`src/rtl/pa_ctrl_pkg.sv`:
```
// P-A control package: select codes for the W and A buses and the ALU operation codes
`default_nettype none

package pa_ctrl_pkg;

	localparam int w_sel_w  = 3;
	localparam int a_sel_w  = 2;
	localparam int alu_op_w = 3;

	// W bus sources
	localparam logic [w_sel_w-1:0] W_IR   = 3'd0;
	localparam logic [w_sel_w-1:0] W_KL   = 3'd1;
	localparam logic [w_sel_w-1:0] W_RDT  = 3'd2;
	// high byte zero, low byte takes AC high byte
	localparam logic [w_sel_w-1:0] W_SWAP = 3'd3;
	localparam logic [w_sel_w-1:0] W_KI   = 3'd4;
	localparam logic [w_sel_w-1:0] W_AT   = 3'd5;
	localparam logic [w_sel_w-1:0] W_AC   = 3'd6;
	localparam logic [w_sel_w-1:0] W_A    = 3'd7;

	// A bus sources
	localparam logic [a_sel_w-1:0] A_L   = 2'd0;
	localparam logic [a_sel_w-1:0] A_IRS = 2'd1;
	localparam logic [a_sel_w-1:0] A_AR  = 2'd2;
	localparam logic [a_sel_w-1:0] A_IC  = 2'd3;

	// ALU operations
	localparam logic [alu_op_w-1:0] OP_ADD     = 3'd0;
	localparam logic [alu_op_w-1:0] OP_SUB     = 3'd1;
	localparam logic [alu_op_w-1:0] OP_AND     = 3'd2;
	localparam logic [alu_op_w-1:0] OP_OR      = 3'd3;
	localparam logic [alu_op_w-1:0] OP_XOR     = 3'd4;
	localparam logic [alu_op_w-1:0] OP_PASS_A  = 3'd5;
	localparam logic [alu_op_w-1:0] OP_PASS_AC = 3'd6;
	localparam logic [alu_op_w-1:0] OP_INC     = 3'd7;

endpackage

`default_nettype wire

```
`src/rtl/pa_data_pkg.sv`:
```
// P-A data package: machine word width and the two decodings of the instruction word
`default_nettype none

package pa_data_pkg;

	// machine word, bit 0 is the most significant bit
	localparam int word_w = 16;

	// register-form decoding of IR
	typedef struct packed {
		logic [0:5] op;
		logic       d;
		logic [0:2] ra;
		logic [0:2] rb;
		logic [0:2] rc;
	} ir_field_view_t;

	// short-argument decoding of IR
	// mag is the 9-bit magnitude, neg makes it negative
	typedef struct packed {
		logic [0:5] op;
		logic       neg;
		logic [0:8] mag;
	} ir_short_view_t;

	// one IR word, read either way
	typedef union packed {
		ir_field_view_t fld;
		ir_short_view_t sht;
	} ir_word_u;

endpackage

`default_nettype wire

```
`src/rtl/pa.sv`:
```
// P-A arithmetic unit top: W and A buses, ALU, registers, data-bus driver and address match
`timescale 1ns/1ps
`default_nettype none

module pa #(
	parameter logic [0:pa_data_pkg::word_w-1] ic_start = 16'h0000
) (
	input  logic                             clk,
	input  logic                             arst_n,
	// data words
	input  logic [0:pa_data_pkg::word_w-1]   ir,
	input  logic [0:pa_data_pkg::word_w-1]   ki,
	input  logic [0:pa_data_pkg::word_w-1]   rdt,
	input  logic [0:pa_data_pkg::word_w-1]   kl,
	input  logic [0:pa_data_pkg::word_w-1]   l,
	// bus selects
	input  logic [pa_ctrl_pkg::w_sel_w-1:0]  w_sel,
	input  logic [pa_ctrl_pkg::a_sel_w-1:0]  a_sel,
	input  logic                             blank_hi,
	input  logic                             blank_lo,
	input  logic [pa_ctrl_pkg::alu_op_w-1:0] alu_op,
	input  logic                             carry_in,
	// register enables
	input  logic                             ac_load,
	input  logic                             at_load,
	input  logic                             at_shift,
	input  logic                             at_shift_in,
	input  logic                             ar_load,
	input  logic                             ar_inc,
	input  logic                             ar_dec4,
	input  logic                             ic_load,
	input  logic                             ic_inc,
	input  logic                             ic_off,
	input  logic                             wzi_load,
	// address and data bus
	input  logic                             ar_to_addr,
	input  logic                             ic_to_addr,
	input  logic                             bank_bit,
	input  logic                             dt_drive,
	output logic [0:pa_data_pkg::word_w-1]   w,
	output logic [0:pa_data_pkg::word_w-1]   ddt,
	output logic [0:pa_data_pkg::word_w-1]   f,
	output logic                             carry,
	output logic                             zero,
	output logic [0:pa_data_pkg::word_w-1]   at,
	output logic [0:pa_data_pkg::word_w-1]   ac,
	output logic                             wzi,
	output logic [0:pa_data_pkg::word_w-1]   addr,
	output logic                             key_match
);
	import pa_data_pkg::*;

	logic [0:word_w-1] a;
	logic [0:word_w-1] ar;
	logic [0:word_w-1] ic;

	pa_w_mux i_w_mux (
		.w_sel(w_sel), .blank_hi(blank_hi), .blank_lo(blank_lo),
		.ir(ir), .kl(kl), .rdt(rdt), .ki(ki),
		.at(at), .ac(ac), .a(a), .w(w)
	);

	pa_a_bus i_a_bus (
		.a_sel(a_sel), .l(l), .ir(ir), .ar(ar), .ic(ic), .a(a)
	);

	pa_alu i_alu (
		.alu_op(alu_op), .carry_in(carry_in), .a(a), .ac(ac),
		.f(f), .carry(carry), .zero(zero)
	);

	pa_regs #(
		.ic_start(ic_start)
	) i_regs (
		.clk(clk), .arst_n(arst_n), .w(w), .f(f), .zero(zero),
		.ac_load(ac_load), .at_load(at_load), .at_shift(at_shift),
		.at_shift_in(at_shift_in), .ar_load(ar_load), .ar_inc(ar_inc),
		.ar_dec4(ar_dec4), .ic_load(ic_load), .ic_inc(ic_inc), .ic_off(ic_off),
		.wzi_load(wzi_load), .ac(ac), .at(at), .ar(ar), .ic(ic), .wzi(wzi)
	);

	// W onto the data bus only while driving
	assign ddt = w & {word_w{dt_drive}};

	// both selects set gives the OR of AR and IC
	assign addr = (ar & {word_w{ar_to_addr}}) | (ic & {word_w{ic_to_addr}});

	// bank bit replaces the top address bit in the key-lock compare
	assign key_match = ({bank_bit, addr[1:word_w-1]} == kl);

endmodule

`default_nettype wire

```
`src/rtl/pa_a_bus.sv`:
```
// A bus multiplexer: L bus, short IR argument, AR or IC onto the ALU input
`timescale 1ns/1ps
`default_nettype none

module pa_a_bus (
	input  logic [pa_ctrl_pkg::a_sel_w-1:0] a_sel,
	input  logic [0:pa_data_pkg::word_w-1]  l,
	input  logic [0:pa_data_pkg::word_w-1]  ir,
	input  logic [0:pa_data_pkg::word_w-1]  ar,
	input  logic [0:pa_data_pkg::word_w-1]  ic,
	output logic [0:pa_data_pkg::word_w-1]  a
);
	import pa_data_pkg::*;
	import pa_ctrl_pkg::*;

	ir_word_u            ir_u;
	logic [0:word_w-1]   irs_mag;
	logic [0:word_w-1]   irs;

	assign ir_u = ir;

	// zero-extended magnitude of the short argument
	assign irs_mag = {{(word_w - $bits(ir_u.sht.mag)){1'b0}}, ir_u.sht.mag};

	// two's complement when neg is set
	assign irs = ir_u.sht.neg ? (~irs_mag + word_w'(1)) : irs_mag;

	always_comb begin
		case (a_sel)
			A_L:     a = l;
			A_IRS:   a = irs;
			A_AR:    a = ar;
			default: a = ic;
		endcase
	end

endmodule

`default_nettype wire

```
`src/rtl/pa_alu.sv`:
```
// P-A ALU: add, subtract, logic and pass operations on A and AC with carry and zero flags
`timescale 1ns/1ps
`default_nettype none

module pa_alu (
	input  logic [pa_ctrl_pkg::alu_op_w-1:0] alu_op,
	input  logic                             carry_in,
	input  logic [0:pa_data_pkg::word_w-1]   a,
	input  logic [0:pa_data_pkg::word_w-1]   ac,
	output logic [0:pa_data_pkg::word_w-1]   f,
	output logic                             carry,
	output logic                             zero
);
	import pa_data_pkg::*;
	import pa_ctrl_pkg::*;

	// bit 0 of sum is the carry out
	logic [0:word_w]   sum;
	logic [0:word_w]   a_ext;
	logic [0:word_w]   ac_ext;
	logic [0:word_w]   cin_ext;
	logic [0:word_w]   ncin_ext;
	logic              arith;

	assign a_ext    = {1'b0, a};
	assign ac_ext   = {1'b0, ac};
	assign cin_ext  = {{word_w{1'b0}}, carry_in};
	assign ncin_ext = {{word_w{1'b0}}, ~carry_in};

	always_comb begin
		sum   = '0;
		arith = 1'b0;
		case (alu_op)
			OP_ADD: begin
				sum   = a_ext + ac_ext + cin_ext;
				arith = 1'b1;
			end
			OP_SUB: begin
				// a + ~ac + 1 - carry_in, carry out means no borrow
				sum   = a_ext + {1'b0, ~ac} + ncin_ext;
				arith = 1'b1;
			end
			OP_INC: begin
				sum   = a_ext + (word_w + 1)'(1);
				arith = 1'b1;
			end
			default: begin
				sum   = '0;
				arith = 1'b0;
			end
		endcase
	end

	always_comb begin
		case (alu_op)
			OP_AND:     f = a & ac;
			OP_OR:      f = a | ac;
			OP_XOR:     f = a ^ ac;
			OP_PASS_A:  f = a;
			OP_PASS_AC: f = ac;
			default:    f = sum[1:word_w];
		endcase
	end

	// no carry for logic and pass ops
	assign carry = arith & sum[0];
	assign zero  = ~|f;

endmodule

`default_nettype wire

```
`src/rtl/pa_regs.sv`:
```
// P-A working registers: AC, AT with right shift, AR and IC counters, captured zero flag
`timescale 1ns/1ps
`default_nettype none

module pa_regs #(
	parameter logic [0:pa_data_pkg::word_w-1] ic_start = 16'h0000
) (
	input  logic                            clk,
	input  logic                            arst_n,
	input  logic [0:pa_data_pkg::word_w-1]  w,
	input  logic [0:pa_data_pkg::word_w-1]  f,
	input  logic                            zero,
	input  logic                            ac_load,
	input  logic                            at_load,
	input  logic                            at_shift,
	input  logic                            at_shift_in,
	input  logic                            ar_load,
	input  logic                            ar_inc,
	input  logic                            ar_dec4,
	input  logic                            ic_load,
	input  logic                            ic_inc,
	input  logic                            ic_off,
	input  logic                            wzi_load,
	output logic [0:pa_data_pkg::word_w-1]  ac,
	output logic [0:pa_data_pkg::word_w-1]  at,
	output logic [0:pa_data_pkg::word_w-1]  ar,
	output logic [0:pa_data_pkg::word_w-1]  ic,
	output logic                            wzi
);
	import pa_data_pkg::*;

	// accumulator
	always_ff @(posedge clk or negedge arst_n) begin
		if (!arst_n) begin
			ac <= '0;
		end else if (ac_load) begin
			ac <= w;
		end
	end

	// AT takes the ALU result, or shifts towards bit 15
	always_ff @(posedge clk or negedge arst_n) begin
		if (!arst_n) begin
			at <= '0;
		end else if (at_load) begin
			at <= f;
		end else if (at_shift) begin
			at <= {at_shift_in, at[0:word_w-2]};
		end
	end

	// address register, counts wrap modulo 2^16
	always_ff @(posedge clk or negedge arst_n) begin
		if (!arst_n) begin
			ar <= '0;
		end else if (ar_load) begin
			ar <= w;
		end else if (ar_inc) begin
			ar <= ar + word_w'(1);
		end else if (ar_dec4) begin
			ar <= ar - word_w'(4);
		end
	end

	// instruction counter
	// ic_off restarts the program from ic_start
	always_ff @(posedge clk or negedge arst_n) begin
		if (!arst_n) begin
			ic <= ic_start;
		end else if (ic_off) begin
			ic <= ic_start;
		end else if (ic_load) begin
			ic <= w;
		end else if (ic_inc) begin
			ic <= ic + word_w'(1);
		end
	end

	// zero flag of the current ALU result
	always_ff @(posedge clk or negedge arst_n) begin
		if (!arst_n) begin
			wzi <= 1'b0;
		end else if (wzi_load) begin
			wzi <= zero;
		end
	end

endmodule

`default_nettype wire

```
`src/rtl/pa_w_mux.sv`:
```
// W bus multiplexer: picks one of eight sources per byte and blanks either byte
`timescale 1ns/1ps
`default_nettype none

module pa_w_mux (
	input  logic [pa_ctrl_pkg::w_sel_w-1:0] w_sel,
	input  logic                            blank_hi,
	input  logic                            blank_lo,
	input  logic [0:pa_data_pkg::word_w-1]  ir,
	input  logic [0:pa_data_pkg::word_w-1]  kl,
	input  logic [0:pa_data_pkg::word_w-1]  rdt,
	input  logic [0:pa_data_pkg::word_w-1]  ki,
	input  logic [0:pa_data_pkg::word_w-1]  at,
	input  logic [0:pa_data_pkg::word_w-1]  ac,
	input  logic [0:pa_data_pkg::word_w-1]  a,
	output logic [0:pa_data_pkg::word_w-1]  w
);
	import pa_ctrl_pkg::*;

	always_comb begin
		// high byte, bits 0..7
		if (blank_hi) w[0:7] = 8'd0;
		else case (w_sel)
			W_IR:    w[0:7] = ir[0:7];
			W_KL:    w[0:7] = kl[0:7];
			W_RDT:   w[0:7] = rdt[0:7];
			W_SWAP:  w[0:7] = 8'd0;
			W_KI:    w[0:7] = ki[0:7];
			W_AT:    w[0:7] = at[0:7];
			W_AC:    w[0:7] = ac[0:7];
			default: w[0:7] = a[0:7];
		endcase

		// low byte, swap path brings AC high byte down
		if (blank_lo) w[8:15] = 8'd0;
		else case (w_sel)
			W_IR:    w[8:15] = ir[8:15];
			W_KL:    w[8:15] = kl[8:15];
			W_RDT:   w[8:15] = rdt[8:15];
			W_SWAP:  w[8:15] = ac[0:7];
			W_KI:    w[8:15] = ki[8:15];
			W_AT:    w[8:15] = at[8:15];
			W_AC:    w[8:15] = ac[8:15];
			default: w[8:15] = a[8:15];
		endcase
	end

endmodule

`default_nettype wire

```
`config.mk`:
```
export PLATFORM = sky130hd
export DESIGN_NAME = pa
export DESIGN_NICKNAME = d
export VERILOG_FILES = /design/src/rtl/pa_ctrl_pkg.sv /design/src/rtl/pa_data_pkg.sv /design/src/rtl/pa.sv /design/src/rtl/pa_a_bus.sv /design/src/rtl/pa_alu.sv /design/src/rtl/pa_regs.sv /design/src/rtl/pa_w_mux.sv
export SDC_FILE = /design/constraint.sdc
export NUM_CORES = 1
export LEC_CHECK = 0
export ABC_AREA = 1
export BUFFER_PORTS_ARGS = -buffer_cell sky130_fd_sc_hd__buf_2
export CAP_MARGIN = 5
export CORE_MARGIN = 4
export CORE_UTILIZATION = 28
export CTS_BUF_LIST = sky130_fd_sc_hd__clkbuf_4 sky130_fd_sc_hd__clkbuf_8
export DETAILED_ROUTE_END_ITERATION = 10
export PLACE_DENSITY = 0.47
export SLEW_MARGIN = 20
export SYNTH_ARGS = -nofsm -noshare
export SYNTH_HDL_FRONTEND = slang
export SYNTH_HIERARCHICAL = 1
export SYNTH_SLANG_ARGS = --single-unit
```
`constraint.sdc`:
```
create_clock -name clk -period 4.3 [get_ports clk]
set_clock_uncertainty 0.05 [all_clocks]
set_input_delay 0.645 -clock clk [delete_from_list [all_inputs] [get_ports clk]]
set_output_delay 0.645 -clock clk [all_outputs]
set_load 0.02 [all_outputs]
```
Yosys cells after proc, flatten, opt, wreduce, memory -nomap -nowiden
Index checks and enable logic that the tools add are counted.

Bits in registers: 65. Input port bits: 108. Logic and storage cells: 67.

$add $sub $neg: 9. Equal/unequal tests: 16. Multiplexer cells: 17. Bitwise logic cells: 11. Reduce and logical (&&, ||, !) cells: 9.

Operators by type and width (count): $mux W16 (9); $pmux W8 S7 (2); $pmux W16 S5 (1); $and A16 B16 Y16 (4); $pmux W17 S3 (1); $add A16 B1 Y16 const B (3); $pmux W16 S3 (1); $add A16 B16 Y17 (2); $add A17 B1 Y17 (2); $or A16 B16 Y16 (2); $eq A3 B3 Y1 const B (7); $add A16 B1 Y17 const B (1); $eq A16 B16 Y1 (1); $mux W8 (2); $not A16 Y16 (1); $not A9 Y16 (1); $reduce_or A16 Y1 (1); $sub A16 B3 Y16 const B (1); $xor A16 B16 Y16 (1); $eq A3 B2 Y1 const B (4); $eq A3 B1 Y1 const B (2); $logic_not A3 Y1 (2); $reduce_bool A3 Y1 (2); $reduce_or A3 Y1 (1); other kinds (8) (8).

Logic depth before layout (Yosys ltp)
Word-level depth: 10. Gate-level depth with buffers: 27. Depth with buffers taken out: 26.

Cells and area by module
The synthesis kept the hierarchy.

Modules (own cells, without submodules): pa_regs (times used 1, cells each 523, area each 3821.2 um^2, sequential area each 1626.6 um^2); pa_alu (times used 1, cells each 701, area each 3609.7 um^2, sequential area each 0.0 um^2); pa_w_mux (times used 1, cells each 270, area each 1351.3 um^2, sequential area each 0.0 um^2); pa (times used 1, cells each 155, area each 769.5 um^2, sequential area each 0.0 um^2); pa_a_bus (times used 1, cells each 139, area each 640.6 um^2, sequential area each 0.0 um^2).

Worst setup path after synthesis
No wires, ideal clock.

Path kind: input to output. Start: in a_sel[0] in the netlist's numbering. End: out zero. Data arrival time: 3.780 ns. Path slack: -0.175 ns. Stages: 20. Path through: inv_2 > nor2_4 > inv_2 > o2111ai_1 > inv_1 > fa_1 > fa_1 > inv_1 > nand2_1 > nand2_1 > nand3_1 > nand2_1 > nand2_1 > nand3_1 > nand2_1 > nand3_1 > nand4_1 > nor2_1 > nand2_1 > nor2_1.

Longest elaborated chain between the ends: 8.

Ends and longest elaborated chain: from (decl) (line pa.sv:18) `input logic [pa_ctrl_pkg::a_sel_w-1:0] a_sel,`; $eq A2 B2 Y1, or another cell as far along (line pa_a_bus.sv:29) `case (a_sel)`; $pmux W16 S3 * (line pa_a_bus.sv:29); via a (one bit) (line pa.sv:53) `logic [0:word_w-1] a;`; $add A16 B16 Y17, on equally long branches (line pa_alu.sv:40, pa_alu.sv:35); $add A17 B1 Y17, on equally long branches (line pa_alu.sv:40, pa_alu.sv:35); $pmux W17 S3 * (line pa_alu.sv:33) `case (alu_op)`; $pmux W16 S5 * (line pa_alu.sv:55) `case (alu_op)`; via f (one bit) (line pa.sv:42) `output logic [0:pa_data_pkg::word_w-1] f,`; $reduce_or A16 Y1 * (line pa_alu.sv:67) `assign zero = ~|f;`; $logic_not A1 Y1 * (line pa_alu.sv:67); to (decl) (line pa.sv:44) `output logic zero,`.

Mark *: on every way through the listed nets, which the timed path passes. The rest lies on a longest branch.

Worst setup path after layout
Start: in ir[15] in the netlist's numbering. End: out zero.

Longest elaborated chain between the ends: 10.

Ends and longest elaborated chain: from (decl) (line pa.sv:11) `input logic [0:pa_data_pkg::word_w-1] ir,`; $not A9 Y16 * (line pa_a_bus.sv:26) `assign irs = ir_u.sht.neg ? (~irs_mag + word_w'(1)) : irs_mag;`; $add A16 B1 Y16 * (line pa_a_bus.sv:26); $mux W16 * (line pa_a_bus.sv:26); $pmux W16 S3 * (line pa_a_bus.sv:29); via a (one bit) (line pa.sv:53); $add A16 B16 Y17, on equally long branches (line pa_alu.sv:40, pa_alu.sv:35); $add A17 B1 Y17, on equally long branches (line pa_alu.sv:40, pa_alu.sv:35); $pmux W17 S3 (line pa_alu.sv:33); $pmux W16 S5 * (line pa_alu.sv:55); $reduce_or A16 Y1 * (line pa_alu.sv:67); $logic_not A1 Y1 * (line pa_alu.sv:67).

Marks and branches as above.

==> impl_metrics.csv <==
group,metric,value,unit
status,outcome,"finished, violations left",
status,violations,"setup timing",
floorplanning,chipWidth,199,um
timing,hold_viol,0,
power_and_ir_drop,powerDensity,279,nW/um^2
floorplanning,start_util,0.285,
placement,dp_slack,-397,ps
cts,cts_tree,"done",
grt,overflow,0,
grt,grt_max_degree,52,
yosys,synth.avg_cell_area,5.70,sq um
cts,cts_max_path_buffers,2,
worst_hold_path,min_path_type,"in2async",
floorplanning,core_area,35700,sq um
timing,finalCritPeriodShare,1.01,
critical_path,rr_startpoint,"i_regs/ar[15]$_DFFE_PN0P_",
route,drt_first_pass_iters,6,
timing,timing.hold.ws,216,ps
critical_path,worstPathArrival,3640,ps
yosys,synth_nets,1954,
timing,setup_violations,1,
yosys,ys_seq_area_frac,0.160,
run,max_cap_viol_count,0,
floorplanning,ios,208,
cts,clock-sinks,65,
cts,cts_buffers,9,
power_and_ir_drop,power.share.combinational,0.646,
final_layout,fill_cells,4097,
final_layout,final_cell_mix,"nand2_1 (475), inv_1 (224), buf_2 (202)",
route,drt.antenna.violating_nets,0,
power_and_ir_drop,p_sw_frac,0.520,
yosys,synth_cell_types,52,
final_layout,drive_above_1_share,0.290,
yosys,synth_top_family_by_area,"simple AND/OR/NAND/NOR gates",
route,drt_iter0_drc,1131,
timing,fmax,231,MHz
critical_path,rr_worst_depth,21,
yosys,yosysWarnings,6,
power_and_ir_drop,internal-power,0.00180,W
placement,portBuffers,207,
cts,root_buffer,"clkbuf_8",
yosys,synth-async-reset-ratio,1.00,
yosys,yosys_register_bits,65,
critical_path,rrSetupSlack,990,ps
power_and_ir_drop,pwr-share-seq,0.221,
critical_path,cp-endpoint,"zero",
route,post-route-drc-count,0,
floorplanning,die_h,199,um
critical_path,required,3610,ps
yosys,synth-compound-area-share,0.132,
timing,max_slew_margin,0.490,
critical_path,critPathLaunch,"ir[15]",
power_and_ir_drop,p_switching,0.00195,W
final_layout,area_growth,32.0,%
route,routed_wl,52.8,mm
yosys,synth-xor-area-share,0.00933,
timing,rsz0062_at_grt,"yes",
yosys,synth_cells,1788,
final_layout,multi_input_area,7580,sq um
route,post_drt_wl_per_cell,20.5,um
timing,slew_violations,0,
cts,clkTransAtPathRegs,90,ps
grt,grt_first_pass_wirelength,76.9,mm
timing,fin_crit,4330,ps
power_and_ir_drop,finalPower,0.00375,W
critical_path,timing.rr.end,"i_regs/at[0]$_DFFE_PN0P_",
final_layout,nets,2279,
yosys,synthAdderAreaFrac,0.0741,
yosys,synth_edf_count,0,
grt,track_usage,0.255,
placement,placed_cell_area,12500,sq um
grt,grt_pass1_vias,12700,
yosys,yosys.area_share.simple,0.470,
critical_path,critical_path_class,"in2out",
cts,h-tree-depth,3,
yosys,synth_flop_cell,"dfrtp_1",
placement,hpwl,43.3,mm
power_and_ir_drop,power_frac_clock,0.133,
final_layout,design_area,13500,sq um
critical_path,cp-end-kind,"primary output",
timing,tightestPinTransition,764,ps
cts,postCtsHoldBufs,0,
yosys,syn-cell-area,10200,sq um
power_and_ir_drop,leakage,7.21,nW
floorplanning,die_area,39500,sq um
final_layout,final_common_cell,"nand2_1",
final_layout,regArea,1630,sq um
timing,finalWorstSetupSlack,-30.6,ps
yosys,synth.area.mux_share,0.00221,
route,avgViaCountPerCell,5.24,
floorplanning,rows,69,
critical_path,cp-start-kind,"input port",
power_and_ir_drop,ir_drop,0.156,mV
cts,clk_latency,390,ps
route,vias,13500,
critical_path,crit_path_max_fanout,6,
grt,antenna_found_initial,4,
placement,gp_congestion,0.943,
## kinds of logic (layout without fill, tap and decap cells)
group,count (synthesis),after routing
simple gates,1067,1067
buf+inv,345,675
compound gates,241,241
flops,65,65
fa+ha+maj,58,58
xor+xnor,10,10
mux,2,2
other cells,0,2
## metrics by stage
| stage | util | setup TNS, ps | std cells |
|---|---|---|---|
| finish | 0.377 | -30.6 | 2581 |
| global route | 0.377 | -425 | 2581 |
| CTS | 0.363 | 0 | 2566 |
| detailed placement | 0.350 | -937 | 2544 |
| global placement | 0.350 | -986 | 2544 |
| floorplan | - | 0 | 1788 |
## cells in the mapped netlist (all sizes together), types with 7 or more instances
cell type,count,area [sq um]
inv,264,993
buf,73,523
dfrtp,65,1630
nand3,194,1010
o22ai,23,144
clkbuf,7,37.5
a21oi,97,489
o21ai,92,472
nand4,93,582
nand3b,14,105
o221ai,10,87.6
o211ai,7,52.6
nand2,542,2150
nor3,18,116
ha,54,676
nor2,202,803
xor2,9,86.3
## flip-flops by register name, summed over array words and instances, names as in the netlist
name	cells
i_regs/ac	16
i_regs/ar	16
i_regs/at	16
i_regs/ic	16
i_regs/wzi	1
## cell type report
cell class	instances	share of cell area
diodes	2	0.000372
clock buffers	9	0.00920
clock inverters	7	0.00344
inverters	265	0.0745
multi-input cells	1378	0.563
flip-flops and latches	65	0.121
well taps	461	0.0429
repair buffers	394	0.185
## power by group through the flow
stage / logic [W] / registers (W) / clock network [W]
floorplan: 0.00115 / 0.000849 / 0
global placement: 0.00216 / 0.000838 / 0
detailed placement: 0.00216 / 0.000838 / 0
CTS: 0.00224 / 0.000826 / 0.000512
global route: 0.00263 / 0.000838 / 0.000532
finish: 0.00242 / 0.000830 / 0.000497
## repair_timing
item                       in CTS  in global routing
setup endpoints to repair       8                 10
resized for setup              62                114
pin swaps                      14                 53
buffers inserted                6                 13
cloned                          0                  0
## worst max-delay path, cell delays in order
cell and delay (ps):
buf_2 120, inv_2 70, ha_2 190, nand2_2 70
inv_2 70, nand2_2 80, o21ai_4 200, nand4_1 170
buf_6 180, inv_2 100, ha_4 230, buf_4 160
nor4_1 500, nand2_4 90, nand2_2 80, nand2_2 50
nand3_2 50, nand4_1 110, nor2_1 160, nand2_2 80
nor2_4 120, buf_6 120
## worst min path at each step
stage,endpoint,depth (start not counted)
2_1_floorplan,i_regs/ac[0]$_DFFE_PN0P_,0
3_3_place_gp,i_regs/wzi$_DFFE_PN0P_,1
3_5_place_dp,i_regs/wzi$_DFFE_PN0P_,1
4_1_cts,i_regs/ar[5]$_DFFE_PN0P_,1
5_1_grt,i_regs/ar[7]$_DFFE_PN0P_,1
6_report,i_regs/ar[1]$_DFFE_PN0P_,1
## layer usage
metal,vias up,global-route usage,share of wire
met3,97,0.0412,0.064
met5,-,0,0.00047
met1,6410,0.343,0.43
li1,6474,-,-
met4,4,0.0884,0.035
met2,551,0.417,0.47
Note: power is estimated with default switching activity, not from simulation.
